$ cat src/lsu_pkg.sv
// widths are tied to the 32-bit word and 4-bit strobe; kind codes must match the execute stage encoding
`default_nettype none

package lsu_pkg;

	// widths with a meaning
	typedef logic [31:0] word_t;
	typedef logic [31:0] addr_t;
	typedef logic [4:0]  reg_idx_t;
	typedef logic [3:0]  strb_t;

	// load kind as decoded by execute
	typedef logic [2:0] load_kind_t;
	localparam load_kind_t LOAD_NONE = 3'd0;
	localparam load_kind_t LOAD_LB   = 3'd1;
	localparam load_kind_t LOAD_LH   = 3'd2;
	localparam load_kind_t LOAD_LW   = 3'd3;
	localparam load_kind_t LOAD_LBU  = 3'd4;
	localparam load_kind_t LOAD_LHU  = 3'd5;

	// store kind, zero means no store
	typedef logic [1:0] store_kind_t;
	localparam store_kind_t STORE_NONE = 2'd0;
	localparam store_kind_t STORE_SB   = 2'd1;
	localparam store_kind_t STORE_SH   = 2'd2;
	localparam store_kind_t STORE_SW   = 2'd3;

	// bus size field holds log2 of the byte count
	typedef logic [2:0] bus_size_t;
	localparam bus_size_t SIZE_1 = 3'd0;
	localparam bus_size_t SIZE_2 = 3'd1;
	localparam bus_size_t SIZE_4 = 3'd2;

	// bus response, anything nonzero is an error
	typedef logic [1:0] bus_resp_t;
	localparam bus_resp_t RESP_OKAY = 2'b00;

	// bus state machine
	typedef enum logic [1:0] {
		ST_IDLE,
		ST_ADDR,
		ST_RESP,
		ST_DONE
	} lsu_state_e;

	// one instruction's execute result
	typedef struct packed {
		logic        is_load;
		logic        is_store;
		load_kind_t  load_kind;
		store_kind_t store_kind;
		// alu result doubles as the address
		addr_t       addr;
		word_t       store_data;
		reg_idx_t    wreg;
		logic        wd;
	} lsu_req_t;

	// raw read word plus error
	typedef struct packed {
		word_t rdata;
		logic  err;
	} lsu_resp_t;

	// writeback record
	typedef struct packed {
		logic     wen;
		reg_idx_t wreg;
		word_t    wdata;
		logic     err;
	} lsu_wb_t;

endpackage

`default_nettype wire

$ cat src/lsu_bus_master.sv
// one transaction at a time; no timeout, waits on the slave forever; word-crossing accesses unsupported
`timescale 1ns/1ps
`default_nettype none

module lsu_bus_master (
	input  wire                     clock,
	input  wire                     rstn,
	input  lsu_pkg::lsu_req_t       req_i,
	input  wire                     req_valid_i,
	// read address
	output lsu_pkg::addr_t          ar_addr_o,
	output lsu_pkg::bus_size_t      ar_size_o,
	output logic                    ar_valid_o,
	input  wire                     ar_ready_i,
	// read data
	input  lsu_pkg::word_t          r_data_i,
	input  lsu_pkg::bus_resp_t      r_resp_i,
	input  wire                     r_valid_i,
	output logic                    r_ready_o,
	// write address
	output lsu_pkg::addr_t          aw_addr_o,
	output lsu_pkg::bus_size_t      aw_size_o,
	output logic                    aw_valid_o,
	input  wire                     aw_ready_i,
	// write data
	output lsu_pkg::word_t          w_data_o,
	output lsu_pkg::strb_t          w_strb_o,
	output logic                    w_valid_o,
	input  wire                     w_ready_i,
	// write response
	input  lsu_pkg::bus_resp_t      b_resp_i,
	input  wire                     b_valid_i,
	output logic                    b_ready_o,
	// status toward the other blocks
	output logic                    busy_o,
	output logic                    done_o,
	output lsu_pkg::lsu_resp_t      resp_o
);

	lsu_pkg::lsu_state_e state_q;
	lsu_pkg::lsu_state_e state_d;
	logic                aw_sent_q;
	logic                w_sent_q;
	logic                ar_fire;
	logic                aw_fire;
	logic                w_fire;
	logic                r_fire;
	logic                b_fire;
	logic                store_addr_ok;
	lsu_pkg::strb_t      strb_base;
	logic [4:0]          lane_shift;

	// handshakes
	assign ar_fire = ar_valid_o & ar_ready_i;
	assign aw_fire = aw_valid_o & aw_ready_i;
	assign w_fire  = w_valid_o & w_ready_i;
	assign r_fire  = r_valid_i & r_ready_o;
	assign b_fire  = b_valid_i & b_ready_o;

	// aw and w may finish in either order
	assign store_addr_ok = (aw_sent_q | aw_fire) & (w_sent_q | w_fire);

	// valids only in ST_ADDR; aw and w drop on their own transfer
	assign ar_valid_o = (state_q == lsu_pkg::ST_ADDR) & req_i.is_load;
	assign aw_valid_o = (state_q == lsu_pkg::ST_ADDR) & req_i.is_store & ~aw_sent_q;
	assign w_valid_o  = (state_q == lsu_pkg::ST_ADDR) & req_i.is_store & ~w_sent_q;
	assign r_ready_o  = (state_q == lsu_pkg::ST_RESP) & req_i.is_load;
	assign b_ready_o  = (state_q == lsu_pkg::ST_RESP) & req_i.is_store;

	assign busy_o = (state_q != lsu_pkg::ST_IDLE);
	assign done_o = (state_q == lsu_pkg::ST_DONE);

	// address straight from the alu result
	assign ar_addr_o = req_i.addr;
	assign aw_addr_o = req_i.addr;

	// size fields and unshifted strobe per kind
	always_comb begin
		case (req_i.load_kind)
			lsu_pkg::LOAD_LB, lsu_pkg::LOAD_LBU: ar_size_o = lsu_pkg::SIZE_1;
			lsu_pkg::LOAD_LH, lsu_pkg::LOAD_LHU: ar_size_o = lsu_pkg::SIZE_2;
			default:                             ar_size_o = lsu_pkg::SIZE_4;
		endcase
		case (req_i.store_kind)
			lsu_pkg::STORE_SB: begin
				aw_size_o = lsu_pkg::SIZE_1;
				strb_base = 4'b0001;
			end
			lsu_pkg::STORE_SH: begin
				aw_size_o = lsu_pkg::SIZE_2;
				strb_base = 4'b0011;
			end
			lsu_pkg::STORE_SW: begin
				aw_size_o = lsu_pkg::SIZE_4;
				strb_base = 4'b1111;
			end
			default: begin
				aw_size_o = lsu_pkg::SIZE_4;
				strb_base = 4'b0000;
			end
		endcase
	end

	// move strobe and data up to the addressed byte lanes
	assign lane_shift = {req_i.addr[1:0], 3'b000};
	assign w_strb_o   = lsu_pkg::strb_t'(strb_base << req_i.addr[1:0]);
	assign w_data_o   = req_i.store_data << lane_shift;

	// next state
	always_comb begin
		state_d = state_q;
		case (state_q)
			lsu_pkg::ST_IDLE: begin
				if (req_valid_i) begin
					state_d = lsu_pkg::ST_ADDR;
				end
			end
			lsu_pkg::ST_ADDR: begin
				// non-memory skips the bus entirely
				if (!req_i.is_load && !req_i.is_store) begin
					state_d = lsu_pkg::ST_DONE;
				end else if (req_i.is_load && ar_fire) begin
					state_d = lsu_pkg::ST_RESP;
				end else if (req_i.is_store && store_addr_ok) begin
					state_d = lsu_pkg::ST_RESP;
				end
			end
			lsu_pkg::ST_RESP: begin
				if (r_fire || b_fire) begin
					state_d = lsu_pkg::ST_DONE;
				end
			end
			default: begin
				// ST_DONE lasts one cycle
				state_d = lsu_pkg::ST_IDLE;
			end
		endcase
	end

	always_ff @(posedge clock) begin
		if (!rstn) begin
			state_q <= lsu_pkg::ST_IDLE;
		end else begin
			state_q <= state_d;
		end
	end

	// sent flags, cleared whenever we are outside ST_ADDR
	always_ff @(posedge clock) begin
		if (!rstn || state_q != lsu_pkg::ST_ADDR) begin
			aw_sent_q <= 1'b0;
			w_sent_q  <= 1'b0;
		end else begin
			aw_sent_q <= aw_sent_q | aw_fire;
			w_sent_q  <= w_sent_q | w_fire;
		end
	end

	// read word capture, payload only
	always_ff @(posedge clock) begin
		if (r_fire) begin
			resp_o.rdata <= r_data_i;
		end
	end

	// error bit, fresh for each request
	always_ff @(posedge clock) begin
		if (!rstn || req_valid_i) begin
			resp_o.err <= 1'b0;
		end else if (r_fire) begin
			resp_o.err <= (r_resp_i != lsu_pkg::RESP_OKAY);
		end else if (b_fire) begin
			resp_o.err <= (b_resp_i != lsu_pkg::RESP_OKAY);
		end
	end

endmodule

`default_nettype wire

$ cat src/lsu_load_align.sv
// assumes loads stay inside one word; req_i and resp_i must be stable while done_i is high
`timescale 1ns/1ps
`default_nettype none

module lsu_load_align (
	input  wire                     clock,
	input  wire                     rstn,
	input  lsu_pkg::lsu_req_t       req_i,
	input  lsu_pkg::lsu_resp_t      resp_i,
	input  wire                     done_i,
	output lsu_pkg::lsu_wb_t        wb_o,
	output logic                    wb_valid_o
);

	logic [4:0]       lane_shift;
	lsu_pkg::word_t   shifted;
	lsu_pkg::word_t   load_val;
	lsu_pkg::lsu_wb_t wb_d;

	// bring the addressed lane down to bit 0
	assign lane_shift = {req_i.addr[1:0], 3'b000};
	assign shifted    = resp_i.rdata >> lane_shift;

	// sign or zero extend by kind
	always_comb begin
		case (req_i.load_kind)
			lsu_pkg::LOAD_LB:  load_val = {{24{shifted[7]}}, shifted[7:0]};
			lsu_pkg::LOAD_LH:  load_val = {{16{shifted[15]}}, shifted[15:0]};
			lsu_pkg::LOAD_LBU: load_val = {24'b0, shifted[7:0]};
			lsu_pkg::LOAD_LHU: load_val = {16'b0, shifted[15:0]};
			default:           load_val = shifted;
		endcase
	end

	// stores never write the register file
	assign wb_d.wen   = req_i.wd & ~req_i.is_store;
	assign wb_d.wreg  = req_i.wreg;
	// alu result for everything but loads
	assign wb_d.wdata = req_i.is_load ? load_val : req_i.addr;
	assign wb_d.err   = resp_i.err;

	// record only moves on done
	always_ff @(posedge clock) begin
		if (done_i) begin
			wb_o <= wb_d;
		end
	end

	// writeback pulse, one cycle behind done
	always_ff @(posedge clock) begin
		if (!rstn) begin
			wb_valid_o <= 1'b0;
		end else begin
			wb_valid_o <= done_i;
		end
	end

endmodule

`default_nettype wire

$ cat src/lsu_req_capture.sv
// starts are dropped while busy_i is high or a request is still being handed over
`timescale 1ns/1ps
`default_nettype none

module lsu_req_capture (
	input  wire                     clock,
	input  wire                     rstn,
	input  wire                     start_i,
	input  lsu_pkg::addr_t          alu_result_i,
	input  lsu_pkg::word_t          store_data_i,
	input  lsu_pkg::load_kind_t     load_kind_i,
	input  lsu_pkg::store_kind_t    store_kind_i,
	input  lsu_pkg::reg_idx_t       wreg_i,
	input  wire                     wd_i,
	input  wire                     busy_i,
	output lsu_pkg::lsu_req_t       req_o,
	output logic                    req_valid_o
);

	logic accept;

	// busy_i only rises a cycle after req_valid_o, so cover that gap too
	assign accept = start_i & ~busy_i & ~req_valid_o;

	// request record, held until the next accepted start
	always_ff @(posedge clock) begin
		if (accept) begin
			req_o.is_load    <= (load_kind_i != lsu_pkg::LOAD_NONE);
			req_o.is_store   <= (store_kind_i != lsu_pkg::STORE_NONE);
			req_o.load_kind  <= load_kind_i;
			req_o.store_kind <= store_kind_i;
			req_o.addr       <= alu_result_i;
			req_o.store_data <= store_data_i;
			req_o.wreg       <= wreg_i;
			req_o.wd         <= wd_i;
		end
	end

	// one-cycle handoff pulse
	always_ff @(posedge clock) begin
		if (!rstn) begin
			req_valid_o <= 1'b0;
		end else begin
			req_valid_o <= accept;
		end
	end

endmodule

`default_nettype wire

$ cat src/lsu_top.sv
// one instruction in flight; start_i while busy is ignored; wb_valid_o ends each instruction
`timescale 1ns/1ps
`default_nettype none

module lsu_top (
	input  wire                     clock,
	input  wire                     rstn,
	// execute stage
	input  wire                     start_i,
	input  lsu_pkg::addr_t          alu_result_i,
	input  lsu_pkg::word_t          store_data_i,
	input  lsu_pkg::load_kind_t     load_kind_i,
	input  lsu_pkg::store_kind_t    store_kind_i,
	input  lsu_pkg::reg_idx_t       wreg_i,
	input  wire                     wd_i,
	// data bus
	output lsu_pkg::addr_t          ar_addr_o,
	output lsu_pkg::bus_size_t      ar_size_o,
	output logic                    ar_valid_o,
	input  wire                     ar_ready_i,
	input  lsu_pkg::word_t          r_data_i,
	input  lsu_pkg::bus_resp_t      r_resp_i,
	input  wire                     r_valid_i,
	output logic                    r_ready_o,
	output lsu_pkg::addr_t          aw_addr_o,
	output lsu_pkg::bus_size_t      aw_size_o,
	output logic                    aw_valid_o,
	input  wire                     aw_ready_i,
	output lsu_pkg::word_t          w_data_o,
	output lsu_pkg::strb_t          w_strb_o,
	output logic                    w_valid_o,
	input  wire                     w_ready_i,
	input  lsu_pkg::bus_resp_t      b_resp_i,
	input  wire                     b_valid_i,
	output logic                    b_ready_o,
	// writeback
	output lsu_pkg::lsu_wb_t        wb_o,
	output logic                    wb_valid_o
);

	lsu_pkg::lsu_req_t  req;
	lsu_pkg::lsu_resp_t resp;
	logic               req_valid;
	logic               busy;
	logic               done;

	lsu_req_capture u_req_capture (
		.clock        (clock),
		.rstn         (rstn),
		.start_i      (start_i),
		.alu_result_i (alu_result_i),
		.store_data_i (store_data_i),
		.load_kind_i  (load_kind_i),
		.store_kind_i (store_kind_i),
		.wreg_i       (wreg_i),
		.wd_i         (wd_i),
		.busy_i       (busy),
		.req_o        (req),
		.req_valid_o  (req_valid)
	);

	lsu_bus_master u_bus_master (
		.clock       (clock),
		.rstn        (rstn),
		.req_i       (req),
		.req_valid_i (req_valid),
		.ar_addr_o   (ar_addr_o),
		.ar_size_o   (ar_size_o),
		.ar_valid_o  (ar_valid_o),
		.ar_ready_i  (ar_ready_i),
		.r_data_i    (r_data_i),
		.r_resp_i    (r_resp_i),
		.r_valid_i   (r_valid_i),
		.r_ready_o   (r_ready_o),
		.aw_addr_o   (aw_addr_o),
		.aw_size_o   (aw_size_o),
		.aw_valid_o  (aw_valid_o),
		.aw_ready_i  (aw_ready_i),
		.w_data_o    (w_data_o),
		.w_strb_o    (w_strb_o),
		.w_valid_o   (w_valid_o),
		.w_ready_i   (w_ready_i),
		.b_resp_i    (b_resp_i),
		.b_valid_i   (b_valid_i),
		.b_ready_o   (b_ready_o),
		.busy_o      (busy),
		.done_o      (done),
		.resp_o      (resp)
	);

	lsu_load_align u_load_align (
		.clock      (clock),
		.rstn       (rstn),
		.req_i      (req),
		.resp_i     (resp),
		.done_i     (done),
		.wb_o       (wb_o),
		.wb_valid_o (wb_valid_o)
	);

endmodule

`default_nettype wire

$ cat config.mk
export PLATFORM = sky130hd
export DESIGN_NAME = lsu_top
export DESIGN_NICKNAME = d
export VERILOG_FILES = /design/src/lsu_pkg.sv /design/src/lsu_bus_master.sv /design/src/lsu_load_align.sv /design/src/lsu_req_capture.sv /design/src/lsu_top.sv
export SDC_FILE = /design/constraint.sdc
export NUM_CORES = 1
export LEC_CHECK = 0
export ABC_AREA = 1
export BUFFER_PORTS_ARGS = -buffer_cell sky130_fd_sc_hd__buf_2
export CORE_ASPECT_RATIO = 0.9
export CORE_MARGIN = 2
export CORE_UTILIZATION = 45
export DETAILED_ROUTE_END_ITERATION = 7
export PLACE_DENSITY = 0.79
export SETUP_SLACK_MARGIN = 0.05
export SLEW_MARGIN = 20
export SYNTH_ARGS = -nofsm -noshare
export SYNTH_HDL_FRONTEND = slang
export SYNTH_SLANG_ARGS = --single-unit
export TNS_END_PERCENT = 20
$ cat constraint.sdc
create_clock -name clock -period 5.8 [get_ports clock]
set_clock_uncertainty 0.2 [all_clocks]
set_input_delay 0.87 -clock clock [delete_from_list [all_inputs] [get_ports clock]]
set_output_delay 0.87 -clock clock [all_outputs]
set_load 0.05 [all_outputs]
==> out/metrics.cfg <==
[pwr]
switchingPower_mw=1.70
power_leakage_nw=3.93
power_frac_seq=0.371
combPwrFrac=0.358
power_density_mw_per_mm2=483
clkPwrFrac=0.271
peakVddDrop_v=0.000334
intPower_mw=2.51
sw_frac_of_total=0.404
power_mw=4.21

[die]
dieHeight_um=123
core_area_mm2=0.0154
boundaryPins=270
dieArea_mm2=0.0168
num_rows=43
start_util=0.460
dieWidth_um=136

[final_layout]
fill_cells=1326
stdcell_count=1046
area_delta_synth_final_pct=22.7
antenna-diode-count=0
regArea_mm2=0.00458
final_cell_area_mm2=0.00871
drive_above_1_share=0.378
nets=959
fin_util=0.564
final_cell_mix=267 x buf_2, 148 x edfxtp_1, 130 x nand2_1, 49 x inv_1, 34 x a21oi_1
mostFrequentLayoutCell=buf_2
multiInputGateArea_mm2=0.00170

[worst_setup_path]
r2r_slack_ns=3.03
cpMaxStageDelayCell=buf_4
cpPeakStageDelay_ns=0.50
critPathLaunchType=flop
critPathCapture=w_data_o[23]
reg2reg_from=u_bus_master.state_q[0]
crit_arrival_ns=2.31
cp_num_cells=4
rr_worst_depth=5
critPathTopFamily=buffers and inverters
critical_path_buf_inv_count=3
cp-startpoint=u_req_capture.req_o[39]
path_max_fanout=60
cp.required_ns=4.73
cp_cell_sequence=buf_4, inv_2, o31ai_1, buf_2
r2r_end=u_req_capture.req_o[68]
path_class=reg2out
end_kind=output port

[clocking]
cts.sinks=155
clk_pin_slew_ns=0.06
cts.path.max_buffers=2
postCtsSetupRepairBufs=0
cts-buffers-inserted=17
worstSkewPairLatency_ns=0.41
cts-root-buf=clkbuf_16
cts_resized=0
htreeDepth=4
cts_tree=built
hold_buffers=0

[place]
numPortBuffers=267
placed_area_mm2=0.00810
dp_cells=1015
post-place-ws_ns=2.73
hpwl_um=12700
place_congestion=0.792

[yosys]
synth_area_leaders=edfxtp_1 63%, buf_4 7.3%, nand2_1 6.9%, inv_1 2.6%, a21oi_1 2.4%
yosysSeqAreaShare=0.646
yosys.area.top_type_share=0.626
yosys_register_bits=155
synth_area_mm2=0.00710
avgSynthCellArea_um2=11.2
synthesis.instances=634
synth_cell_types=36
yosysTopAreaCell=edfxtp_1
yosys_warnings=0

[global_route]
grt_max_degree=68
grt_use_total=0.208
first_global_vias=4822
grt_pass1_wl_um=25700
grt_antenna_before_repair=2
overflow=0

[timing]
whs_ns=0.218
fin_crit_sh=0.583
hold_viol_final=0
rsz0062_at_grt=false
tightest_slew_ns=1.03
relSlewSlack=0.313
period_minus_slack_ns=3.38
drv_slew=0
setup_viol=0
setup_ws_ns=2.42
fmax_mhz=296
tns_ns=0

[drt]
via_count=5123
drtAntennaViolNets=0
drcViolationCount=0
first_pass_iters=5
vias_per_cell=4.90
wire_per_inst_um=16.6
routed_wl_um=17300
drt-initial-drc-count=291

[run]
maxCapViolCount=0

[min_path]
hp-class=reg2reg

[status]
status=finished, final reports clean

## power by group through the flow
stage          Clock, mW  Sequential (mW)  Combinational (mW)
3_3_place_gp           0             1.58                1.50
6_report            1.14             1.56                1.51
4_1_cts             1.16             1.56                1.52
2_1_floorplan          0             1.65                1.18
3_5_place_dp           0             1.58                1.51
5_1_grt             1.21             1.58                1.62
## layer usage
metal  share of wire  global-route usage  up-vias  routed length, um
li1                -                   -     2508                  -
met1            0.40               0.245     2341               6920
met2            0.49               0.359      252               8510
met3           0.097              0.0742       18               1680
met4           0.012              0.0605        4                200
met5          0.0017                   0        -                 29
## worst reg2reg max path: stages, from the launching register on
cell     delay, ns
dfxtp_1       0.35
inv_1         0.10
ha_1          0.19
nand2_1       0.14
nor2_4        0.80
buf_4         0.59
## flip-flops by register name, indices dropped and copies added (netlist names)
name,cells
u_req_capture.req_o,77
u_load_align.wb_o,39
u_bus_master.resp_o,33
u_bus_master.state_q,2
u_bus_master.aw_sent_q,1
u_bus_master.w_sent_q,1
u_load_align.wb_valid_o,1
u_req_capture.req_valid_o,1
## Yosys cell counts
| master | count |
|---|---|
| nor3_1 | 12 |
| a22oi_1 | 12 |
| o21ai_0 | 26 |
| buf_6 | 1 |
| nor3b_1 | 2 |
| clkbuf_1 | 7 |
| buf_4 | 69 |
| nand3_1 | 31 |
| dfxtp_1 | 7 |
| o22ai_1 | 2 |
| edfxtp_1 | 148 |
| ha_1 | 8 |
| inv_2 | 1 |
| nor2_1 | 34 |
| mux2i_1 | 5 |
| and3_1 | 2 |
| nand2_4 | 1 |
| o21bai_1 | 1 |
| inv_1 | 49 |
| nand3_4 | 1 |
| o21ai_2 | 1 |
| conb_1 | 1 |
| o221ai_1 | 2 |
| o211ai_1 | 12 |
| or3_1 | 1 |
| nor3_2 | 1 |
| nand2_1 | 130 |
| o31ai_1 | 2 |
| o21a_1 | 1 |
| buf_1 | 1 |
| or2_2 | 8 |
| a21o_1 | 1 |
| buf_2 | 17 |
| o21ai_1 | 1 |
| a21oi_1 | 34 |
| nand2_2 | 2 |
## how the worst min path moves through the flow
stage,from,end,cells past startpoint
2_1_floorplan,u_req_capture.req_o[1],u_load_align.wb_o[33],0
3_3_place_gp,u_req_capture.req_o[2],u_load_align.wb_o[34],0
3_5_place_dp,u_req_capture.req_o[4],u_load_align.wb_o[36],0
4_1_cts,u_req_capture.req_o[4],u_load_align.wb_o[36],0
5_1_grt,u_req_capture.req_o[2],u_load_align.wb_o[34],0
6_report,u_req_capture.req_o[4],u_load_align.wb_o[36],0
## cell type report
type	count	area share
Clock buffer	18	0.0493
Clock inverter	13	0.0203
Inverter	50	0.0216
Multi-Input combinational cell	335	0.195
Sequential cell	155	0.527
Tap cell	202	0.0290
Timing Repair Buffer	273	0.159
## logic make-up after synthesis
family                     Yosys count  synth area share
other                                1          0.000528
DFF                                155             0.646
AOI/OAI and AO/OA                   95            0.0791
and+or+nand+nor                    225             0.136
muxes                                5           0.00705
buffers and inverters              145             0.117
adders and majority gates            8            0.0141
(Power assumes the default switching activity.)
